<file path="config.mk">
export PLATFORM = sky130hd
export DESIGN_NAME = cabinet_io
export DESIGN_NICKNAME = d
export VERILOG_FILES = /design/src/common/cabinet_pkg.sv /design/src/common/main_bus_pkg.sv /design/src/hdl/cabinet_io.sv
export SDC_FILE = /design/constraint.sdc
export NUM_CORES = 1
export LEC_CHECK = 0
export BUFFER_PORTS_ARGS = -buffer_cell sky130_fd_sc_hd__clkbuf_2
export CELL_PAD_IN_SITES_DETAIL_PLACEMENT = 1
export CELL_PAD_IN_SITES_GLOBAL_PLACEMENT = 2
export CORE_ASPECT_RATIO = 0.75
export CORE_UTILIZATION = 18
export CTS_CLUSTER_SIZE = 16
export DETAILED_ROUTE_END_ITERATION = 8
export PLACE_DENSITY = 0.81
export SLEW_MARGIN = 30
export SYNTH_ARGS = -nofsm -noshare
export SYNTH_HDL_FRONTEND = slang
export SYNTH_SLANG_ARGS = --single-unit
export TNS_END_PERCENT = 1
</file>
<file path="constraint.sdc">
create_clock -name clk -period 1.6 [get_ports clk]
set_input_delay 0.32 -clock clk [delete_from_list [all_inputs] [get_ports clk]]
set_output_delay 0.32 -clock clk [all_outputs]
set_load 0.02 [all_outputs]
</file>
<file path="src/common/cabinet_pkg.sv">
// Cabinet control types
package cabinet_pkg;

    ////////////////////////////////////////////////////////////
    // Player controls

    // One joystick plus its punch button
    typedef struct packed {
        logic punch;
        logic down;
        logic up;
        logic right;
        logic left;
    } joy_t;

    // Coin door and start buttons
    typedef struct packed {
        logic       coin;
        logic       service;
        logic [1:0] start;    // [0] is 1P, [1] is 2P
    } panel_t;

    ////////////////////////////////////////////////////////////
    // DIP switches

    // Bank 1 is read directly on port B
    // Bank 2 goes through the port A mux, one bit at a time
    typedef struct packed {
        logic [3:0] sw1;
        logic [7:0] sw2;
    } dip_t;

endpackage

</file>
<file path="src/common/main_bus_pkg.sv">
// Main CPU bus types
package main_bus_pkg;

    ////////////////////////////////////////////////////////////
    // Encodings

    // CPU cycle kinds, memory and port space
    typedef enum logic [1:0] {
        mem_rd = 2'd0,  // MREQ read
        mem_wr = 2'd1,  // MREQ write
        io_rd  = 2'd2,  // IORQ read
        io_wr  = 2'd3   // IORQ write
    } cycle_kind_e;

    // Where a cycle lands after decode
    typedef enum logic [2:0] {
        rgn_rom   = 3'd0,  // External program ROM
        rgn_ram   = 3'd1,  // Work RAM
        rgn_video = 3'd2,  // Text RAM, not modelled
        rgn_bg    = 3'd3,  // Background chip, not modelled
        rgn_sec   = 3'd4,  // Protection chip
        rgn_io    = 3'd5,  // Cabinet and sound-chip ports
        rgn_none  = 3'd6   // Hole above the RAM window
    } region_e;

    ////////////////////////////////////////////////////////////
    // Bus structs

    // CPU side request, one strobe per cycle
    typedef struct packed {
        logic        valid;
        cycle_kind_e kind;
        logic [15:0] addr;   // Scrambled, as on the CPU pins
        logic [7:0]  wdata;
    } bus_req_t;

    // Read response, one clk after the request
    typedef struct packed {
        logic       valid;
        logic [7:0] rdata;
    } bus_rsp_t;

    // Decoder to target strobe
    typedef struct packed {
        logic        valid;
        logic        write;
        logic [10:0] addr;   // Unscrambled low bits
    } tgt_req_t;

endpackage
</file>
<file path="src/hdl/cabinet_io.sv">
// Cabinet input ports
`timescale 1ns/10ps

module cabinet_io
    import main_bus_pkg::*;
    import cabinet_pkg::*;
(
    input  logic       clk,
    input  logic       rst_n,
    input  tgt_req_t   req,
    input  joy_t       joy1,
    input  joy_t       joy2,
    input  panel_t     panel,
    output logic [7:0] rdata
);

    logic [7:0] panel_byte;
    logic [7:0] p1_byte;
    logic [7:0] p2_byte;
    logic [7:0] port_mux;

    ////////////////////////////////////////////////////////////
    // Port layouts, unused bits read high

    always_comb begin
        panel_byte      = 8'hff;
        panel_byte[7]   = panel.coin;
        panel_byte[6]   = panel.service;
        panel_byte[3:2] = panel.start;  // 2P on bit 3
    end

    always_comb begin
        p1_byte    = 8'hff;
        p1_byte[0] = joy1.left;
        p1_byte[1] = joy1.right;
        p1_byte[2] = joy1.up;
        p1_byte[3] = joy1.down;
        p1_byte[4] = joy1.punch;
    end

    always_comb begin
        p2_byte    = 8'hff;
        p2_byte[0] = joy2.left;
        p2_byte[1] = joy2.right;
        p2_byte[2] = joy2.up;
        p2_byte[3] = joy2.down;
        p2_byte[4] = joy2.punch;
    end

    // Port 0 is the sound chip and never reaches here
    always_comb begin
        case (req.addr[1:0])
            2'd1:    port_mux = panel_byte;
            2'd2:    port_mux = p2_byte;
            2'd3:    port_mux = p1_byte;
            default: port_mux = 8'hff;
        endcase
    end

    ////////////////////////////////////////////////////////////
    // Sampled on the read strobe

    always_ff @(posedge clk or negedge rst_n) begin
        if (!rst_n) begin
            rdata <= 8'hff;             // Idle bus level
        end else if (req.valid && !req.write) begin
            rdata <= port_mux;
        end
    end

endmodule

</file>
After elaboration in Yosys (flattened, before gate mapping). Index checks and enable logic that the tools add are counted.

Equality and inequality tests: 3. Mux-type cells: 1. Reductions and logical operators: 2.

Operators by type and width (number): $pmux W8 S3 (1); $eq A2 B2 Y1 const B (2); $eq A2 B1 Y1 const B (1); $logic_and A1 B1 Y1 (1); $logic_not A1 Y1 (1).

Flip-flop bits (word level): 8. Bits of input ports: 29. Output and inout port bits: 8.

Depth between registers and ports, before layout. Gate-level depths: netlist (run 1).

Depth after elaboration: 2. Depth in mapped cells: 4.

Worst setup path before layout (run 1). Ideal clock, no wire load.

Path type: register -> output. Start point: register rdata[0]. End point: output rdata[0]. Arrival: 0.563 ns. Required time: 1.280 ns. Path slack: 0.717 ns. Cell stages (with the launch flop): 1. Cell sequence: dfstp_2.

RTL lines: start, declared (RTL line cabinet_io.sv:14) `output logic [7:0] rdata`; start signal, assigned (RTL line cabinet_io.sv:67) `rdata <= port_mux;`.

No word-level cell between the ends.

Worst setup path after layout (run 1).
Start point: register rdata[6]. End point: output rdata[6].

No word-level cell between the ends.

==> out/metrics.yaml, run 1 <==
worst_setup_path:
  crit_required_ps: 1280
  crit_buf_inv: 1
  endpoint_kind: "primary output"
  cp.arrival_ps: 930
  startpoint_type: "flip-flop"
  worstSetupPathType: "flip-flop to primary output"
  crit_family: "flip-flops"
  max_stage_delay_ps: 530
  critPathSlowestCell: "dfstp_2"
  critPathMaxFanout: 2
  cp_cell_sequence: "clkbuf_2"
placed_design:
  dp_cells: 86
  place_ws_ps: 484
  hpwl_um: 737
  globalplace.congestion: 0.650
  portBuffers: 26
  placed_area_um2: 526
clock_tree:
  clockBufferDepth: 2
  cts_root_buf: "clkbuf_4"
  htreeDepth: 1
  cts.sinks: 7
  clkTransAtPathRegs_ps: 50
  clk_latency_ps: 240
  ctsHoldBuffers: 0
  cts_buffers: 3
  cts_setup_buffers: 0
  cts_tree: "yes"
  cts-resized-gates: 0
floorplanning:
  ioPinCount: 37
  dieArea_um2: 2390
  row_count: 14
  die_h_um: 42.6
  start_util_pct: 19.5
  die_x_um: 56.1
  coreArea_um2: 2030
synth:
  synth.top_cell.area_share_pct: 46.5
  synth_nets: 68
  synth_seq_cells: 7
  syn_area_um2: 395
  synth-edff-count: 0
  synthCells: 39
  synth_common_cells: "nor2_1, dfstp_2, mux2i_1"
  synth-main-ff-cell: "dfstp_2"
  synth.distinct_cells: 18
  synthTopCellsByArea: "dfstp_2, mux2i_1, nor2_1, buf_6, a31oi_1"
  yosysTopAreaCell: "dfstp_2"
  ys_async_sr_fraction_pct: 100
  syn_area_per_cell_um2: 10.1
  yosysSeqAreaShare_pct: 46.5
  yosysMostFrequentCell: "nor2_1"
  ys_warn_count: 0
sta:
  rsz0062_at_grt: "no"
  tns_ps: 0
  fin_crit_ps: 1250
  fin_worst_skew_ps: 0
  hold_viol: 0
  min_period_over_period_pct: 78.0
  fin_hold_ws_ps: 111
  clock.fmax_ghz: 0.802
  setup_violations: 0
  drv_slew: 0
  finalWorstSetupSlack_ps: 352
power_and_ir_drop:
  powerDensity_nw_per_um2: 907
  leakage_nw: 0.275
  p_total_uw: 500
  irDropWorstVdd_v: 0.000360
cells_and_area:
  layout.cells.non_filler: 90
  drive_above_1_share_pct: 59.1
  final_area_um2: 552
  top_regs: "rdata x7"
  utilization_pct: 27.2
  diodes: 0
  largest_register_ffs: 7
  multi_input_area_um2: 178
  area_delta_synth_final_pct: 39.6
  final-seq-area_um2: 184
  nets: 96
  n_fill_cell: 254
  largest-register: "rdata"
global_route:
  antenna_found_initial: 0
  grt_usage_pct: 8.42
  grt_pass1_vias: 362
  grt_max_degree: 15
  grt-ovfl-total: 0
  grt_pass1_wl_mm: 1.48
route:
  drcViolationCount: 0
  drtAntennaViolNets: 0
  vias: 368
  wl_per_cell_um: 9.37
  routed_wl_um: 843
  vias_per_cell: 4.09
  drtPass1Iterations: 1
  drt_iter0_markers: 0
outcome:
  status: "complete, no violations"
flow_run:
  drv_cap: 0
hold_path:
  hold_path.class: "input port to asynchronous set/reset pin"
area by class of cell:
class | count | area share (%)
multi-input combinational | 28 | 32.2
timing repair buffer | 26 | 23.6
inverter | 1 | 0.680
clock buffer | 4 | 4.76
sequential | 7 | 33.3
tap | 24 | 5.44
logic make-up (layout without fill, tap and decap cells):
| family | Yosys count | count (layout) | share of synthesized area [%] |
|---|---|---|---|
| buffers and inverters | 4 | 31 | 8.54 |
| multiplexers | 4 | 4 | 10.1 |
| AO/OA/AOI/OAI | 10 | 10 | 16.5 |
| other | 1 | 1 | 0.948 |
| flip-flops | 7 | 7 | 46.5 |
| AND/OR/NAND/NOR | 13 | 13 | 17.4 |
final timing paths:
check	startpoint	endpoint	slack, ps	cells past startpoint
setup / recovery	rdata[6]$_DFFE_PN1P_	rdata[6]	350	1
hold / removal	rst_n	rdata[6]$_DFFE_PN1P_	110	1
setup reg to reg	rdata[0]$_DFFE_PN1P_	rdata[0]$_DFFE_PN1P_	810	2
hold reg to reg	rdata[3]$_DFFE_PN1P_	rdata[3]$_DFFE_PN1P_	500	2
max in group asynchronous	rst_n	rdata[2]$_DFFE_PN1P_	1470	1
min in group clk	req[1]	rdata[1]$_DFFE_PN1P_	330	2
cell usage in the layout, fill, tap and decap left out, types with 3 or more instances in the layout:
cell,synthesis,routed
a31oi_1,3,3
a21oi_1,3,3
nor2_1,8,8
clkbuf_4,0,3
clkbuf_2,0,26
dfstp_2,7,7
mux2i_1,4,4
routing by layer:
layer / vias up / global-route usage [%] / share of wire [%]
met5: - / 0 / 0
met4: 0 / 2.93 / 0
met3: 0 / 4.94 / 6.4
met2: 14 / 14.0 / 50
met1: 169 / 8.87 / 44
li1: 185 / - / -
report_power, final:
| group | internal [mW] | total (mW) | switching [mW] | leakage (nW) |
|---|---|---|---|---|
| clock network | 0.0946 | 0.151 | 0.0562 | 0.0150 |
| logic | 0.0555 | 0.126 | 0.0709 | 0.186 |
| registers | 0.213 | 0.223 | 0.0103 | 0.0738 |
| total | 0.363 | 0.500 | 0.137 | 0.275 |
No activity file was read; power rests on OpenSTA's default activity.
==> run 2: changes to the inputs <==
CORE_UTILIZATION = 17   (was 18)
PLACE_DENSITY = 0.77   (was 0.81)
clock period = 1.25 ns   (was 1.6 ns; I/O delays follow)
==> run 2 against run 1 <==
- the flow now finishes with violations (DRC)
- sequential share of layout area unchanged
- largest power group unchanged
- total power rose by 31%
- register-to-register slack lost 360 ps
- first-iteration DRC count rose by 4
- final area did not move
- routed wire length up 9.6%
==> out/metrics.yaml, run 2 (synthesized netlist as in run 1, its figures left out) <==
cells_and_area:
  top_regs: "rdata x7"
  largest-register: "rdata"
  layout.cells.non_filler: 90
  nets: 96
  final_common_cell: "clkbuf_2"
  diodes: 0
  mostFrequentLayoutCells: "clkbuf_2, nor2_1, dfstp_2, mux2i_1"
  area_delta_synth_final_pct: 39.6
  largest_register_ffs: 7
  drive_above_1_share_pct: 59.1
floorplanning:
  coreArea_um2: 2100
  ioPinCount: 37
  die_x_um: 57.7
  row_count: 14
  dieArea_um2: 2520
  start_util_pct: 18.8
  die_h_um: 43.8
sta:
  clock.fmax_ghz: 0.836
  tns_ps: 0
  setup_violations: 0
  rsz0062_at_grt: "no"
  min_period_over_period_pct: 95.6
  fin_hold_ws_ps: 29.5
  hold_viol: 0
  fin_worst_skew_ps: 0
  drv_slew: 0
  finalWorstSetupSlack_ps: 54.4
  fin_crit_ps: 1200
clock_tree:
  clkTransAtPathRegs_ps: 50
  cts_buffers: 3
  cts_root_buf: "clkbuf_4"
  htreeDepth: 1
  cts_setup_buffers: 0
  cts.sinks: 7
  clockBufferDepth: 2
  cts_tree: "yes"
  cts-resized-gates: 0
  clk_latency_ps: 250
  ctsHoldBuffers: 0
worst_setup_path:
  cp.depth: 1
  cp_cell_sequence: "clkbuf_2"
  cp.arrival_ps: 950
  worstSetupPathType: "flip-flop to primary output"
  startpoint_type: "flip-flop"
  ff2ff_path_depth: 2
  endpoint_kind: "primary output"
  max_stage_delay_ps: 530
  regToRegStartpoint: "rdata[1]$_DFFE_PN1P_"
  critPathCapture: "rdata[1]"
  worst-r2r-setup-slack_ps: 450
  crit_buf_inv: 1
  critPathSlowestCell: "dfstp_2"
  startpoint: "rdata[1]$_DFFE_PN1P_"
  rr_endpoint: "rdata[1]$_DFFE_PN1P_"
  crit_required_ps: 1000
  crit_family: "flip-flops"
  critPathMaxFanout: 2
placed_design:
  globalplace.congestion: 0.674
  place_ws_ps: 214
  dp_cells: 86
  portBuffers: 26
global_route:
  antenna_found_initial: 0
  grt-ovfl-total: 0
  grt_pass1_wl_mm: 1.57
  grt_max_degree: 15
  grt_usage_pct: 8.77
  grt_pass1_vias: 374
route:
  wl_per_cell_um: 10.3
  vias_per_cell: 4.07
  drtAntennaViolNets: 0
  drcViolationCount: 2
  routed_wl_um: 924
  drtPass1Iterations: 8
  vias: 366
  drt_iter0_markers: 4
power_and_ir_drop:
  leakage_nw: 0.275
  pwr-share-clk_pct: 31.5
  p_seq_share_pct: 43.7
  powerDensity_nw_per_um2: 1180
  p_total_uw: 654
  swShare_pct: 28.9
  combPwrFrac_pct: 24.8
  p_int_uw: 465
  irDropWorstVdd_v: 0.000442
  power.switching_uw: 189
flow_run:
  drv_cap: 0
hold_path:
  hold_path.class: "input port to asynchronous set/reset pin"
outcome:
  violations: "DRC"
  status: "finished with violations"
run 2: how the worst min path moves through the flow:
stage               slack [ps]              endpoint  startpoint
finish                      30  rdata[0]$_DFFE_PN1P_       rst_n
global route                30  rdata[3]$_DFFE_PN1P_       rst_n
CTS                         30  rdata[0]$_DFFE_PN1P_       rst_n
detailed placement         310  rdata[0]$_DFFE_PN1P_       rst_n
global placement           310  rdata[0]$_DFFE_PN1P_       rst_n
floorplan                  100  rdata[0]$_DFFE_PN1P_       rst_n
run 2: per-layer routing:
layer	GRT usage, %	wire length, um
met1	8.55	368
met4	2.86	0
met5	0	0
met2	14.4	451
met3	6.87	104
run 2: area by class of cell:
class / count / area, um2
Clock buffer: 4 / 26.3
Fill cell: 277 / 1550
Inverter: 1 / 3.75
Multi-Input combinational cell: 28 / 178
Sequential cell: 7 / 184
Tap cell: 24 / 30.0
Timing Repair Buffer: 26 / 130
run 2: worst register-to-register path: cells and delay by family (launching register included):
family | cells | cell delay [ps]
AOI/OAI and AO/OA | 1 | 150
DFF | 1 | 530
and+or+nand+nor | 1 | 40
run 2: per-stage QoR:
| stage | utilization [%] | area (um2) |
|---|---|---|
| final | 26.3 | 552 |
| after CTS | 26.3 | 552 |
| after floorplan | - | 395 |
| after detailed placement | 25.0 | 526 |
| after global routing | 26.3 | 552 |
| after global placement | 25.0 | 526 |
run 2: power groups by stage:
| stage | logic (mW) | clock network, mW | registers, mW |
|---|---|---|---|
| global route | 0.180 | 0.238 | 0.290 |
| global placement | 0.164 | 0 | 0.289 |
| CTS | 0.167 | 0.216 | 0.287 |
| finish | 0.162 | 0.206 | 0.286 |
| floorplan | 0.0695 | 0 | 0.323 |
| detailed placement | 0.166 | 0 | 0.290 |
==> run 3: changes to the inputs <==
CORE_UTILIZATION = 18   (was 17)
CTS_BUF_LIST = sky130_fd_sc_hd__clkbuf_4 sky130_fd_sc_hd__clkbuf_8   (was unset)
GPL_ROUTABILITY_DRIVEN = 1   (was unset)
PLACE_DENSITY = 0.81   (was 0.77)
SLEW_MARGIN = 20   (was 30)
==> run 3 against run 2 <==
- the flow now finishes without violations
- die area down 5.3%
- core utilization up 1.1 points
- routed wire length down 8.9%
- register-to-register slack about the same
- highest routed layer unchanged
- worst setup slack better by 19 ps
- global-route usage down 0.35 points
- non-clock buffer count unchanged
- critical path type unchanged
- worst hold slack better by 11 ps
- combinational power about the same
- largest cell class unchanged
- sequential share of layout area down 0.23 points
- sequential power about the same
==> out/metrics.yaml, run 3 (synthesized netlist as in run 1, its figures left out) <==
route:
  vias_per_cell: 4.10
  wl_per_cell_um: 9.36
  drtPass1Iterations: 1
  drtAntennaViolNets: 0
  routed_wl_um: 842
  drt_iter0_markers: 0
  drcViolationCount: 0
  vias: 369
cells_and_area:
  mostFrequentLayoutCells: "clkbuf_2, nor2_1, dfstp_2, mux2i_1, clkbuf_4"
  final-seq-area_um2: 184
  multi_input_area_um2: 178
  diodes: 0
  utilization_pct: 27.3
  top_regs: "rdata x7"
  nets: 96
  area_delta_synth_final_pct: 40.5
  layout.cells.non_filler: 90
  drive_above_1_share_pct: 60.6
  final_common_cell: "clkbuf_2"
  largest-register: "rdata"
  largest_register_ffs: 7
  final_area_um2: 556
  n_fill_cell: 251
sta:
  drv_slew: 0
  fin_crit_ps: 1180
  finalWorstSetupSlack_ps: 73.2
  min_period_over_period_pct: 94.1
  fin_hold_ws_ps: 41.0
  rsz0062_at_grt: "no"
  hold_viol: 0
  clock.fmax_ghz: 0.850
  fin_worst_skew_ps: 0
  tns_ps: 0
  setup_violations: 0
global_route:
  grt_max_degree: 15
  antenna_found_initial: 0
  grt_usage_pct: 8.42
  grt-ovfl-total: 0
  grt_pass1_vias: 364
  busiest_layer: "met2"
  grtUsageMet3_pct: 4.94
  grt_pass1_wl_mm: 1.48
  use_met2_pct: 14.0
  grtUsageMet1_pct: 8.87
power_and_ir_drop:
  irDropWorstVdd_v: 0.000439
  powerDensity_nw_per_um2: 1190
  p_total_uw: 661
  leakage_nw: 0.278
clock_tree:
  ctsHoldBuffers: 0
  cts_buffers: 3
  clockBufferDepth: 2
  htreeDepth: 1
  cts.sinks: 7
  cts_setup_buffers: 0
  cts_root_buf: "clkbuf_4"
  cts_tree: "yes"
  cts-resized-gates: 0
  clkTransAtPathRegs_ps: 50
  clk_latency_ps: 240
worst_setup_path:
  max_stage_delay_ps: 530
  crit_buf_inv: 1
  cp.arrival_ps: 930
  cp.depth: 1
  ff2ff_path_depth: 2
  crit_required_ps: 1000
  endpoint_kind: "primary output"
  worstSetupPathType: "flip-flop to primary output"
  critPathSlowestCell: "dfstp_2"
  startpoint_type: "flip-flop"
  critPathMaxFanout: 2
  cp_cell_sequence: "clkbuf_2"
  crit_family: "flip-flops"
floorplanning:
  coreArea_um2: 2030
  die_x_um: 56.1
  ioPinCount: 37
  dieArea_um2: 2390
  die_h_um: 42.6
  start_util_pct: 19.5
  row_count: 14
placed_design:
  hpwl_um: 737
  globalplace.congestion: 0.650
  portBuffers: 26
  placed_area_um2: 526
  dp_cells: 86
  place_ws_ps: 204
hold_path:
  hold_path.class: "input port to asynchronous set/reset pin"
outcome:
  status: "complete, no violations"
flow_run:
  drv_cap: 0
## run 3: cell counts in the layout (fill, tap and decap cells not counted)
Identical to the previous run, type by type.
## run 3: routing by layer
layer	vias up	routed length, um
met3	0	54
met5	-	0
met2	14	418
met1	170	369
met4	0	0
li1	185	-
## run 3: worst register-to-register path: cells and delay by family, from the launching register on
family / cells / cell delay, ps
DFF: 1 / 530
AOI/OAI and AO/OA: 1 / 150
and+or+nand+nor: 1 / 50
## run 3: area by class of cell
cell class,count,area share (%)
clock buffers,4,5.41
flip-flops and latches,7,33.1
well taps,24,5.41
inverters,1,0.676
multi-input cells,28,32.0
repair buffers,26,23.4
## run 3: final timing paths
kind	startpoint	to	slack, ps
min in group clk	req[1]	rdata[1]$_DFFE_PN1P_	260
max in group asynchronous	rst_n	rdata[2]$_DFFE_PN1P_	1190
setup reg to reg	rdata[0]$_DFFE_PN1P_	rdata[0]$_DFFE_PN1P_	460
hold reg to reg	rdata[3]$_DFFE_PN1P_	rdata[3]$_DFFE_PN1P_	500
hold / removal	rst_n	rdata[6]$_DFFE_PN1P_	40
setup / recovery	rdata[6]$_DFFE_PN1P_	rdata[6]	70
## run 3: report_power, final
| part | leakage [nW] | internal (mW) | switching [mW] |
|---|---|---|---|
| combinational | 0.186 | 0.0710 | 0.0907 |
| clock | 0.0184 | 0.143 | 0.0714 |
| sequential | 0.0738 | 0.272 | 0.0132 |
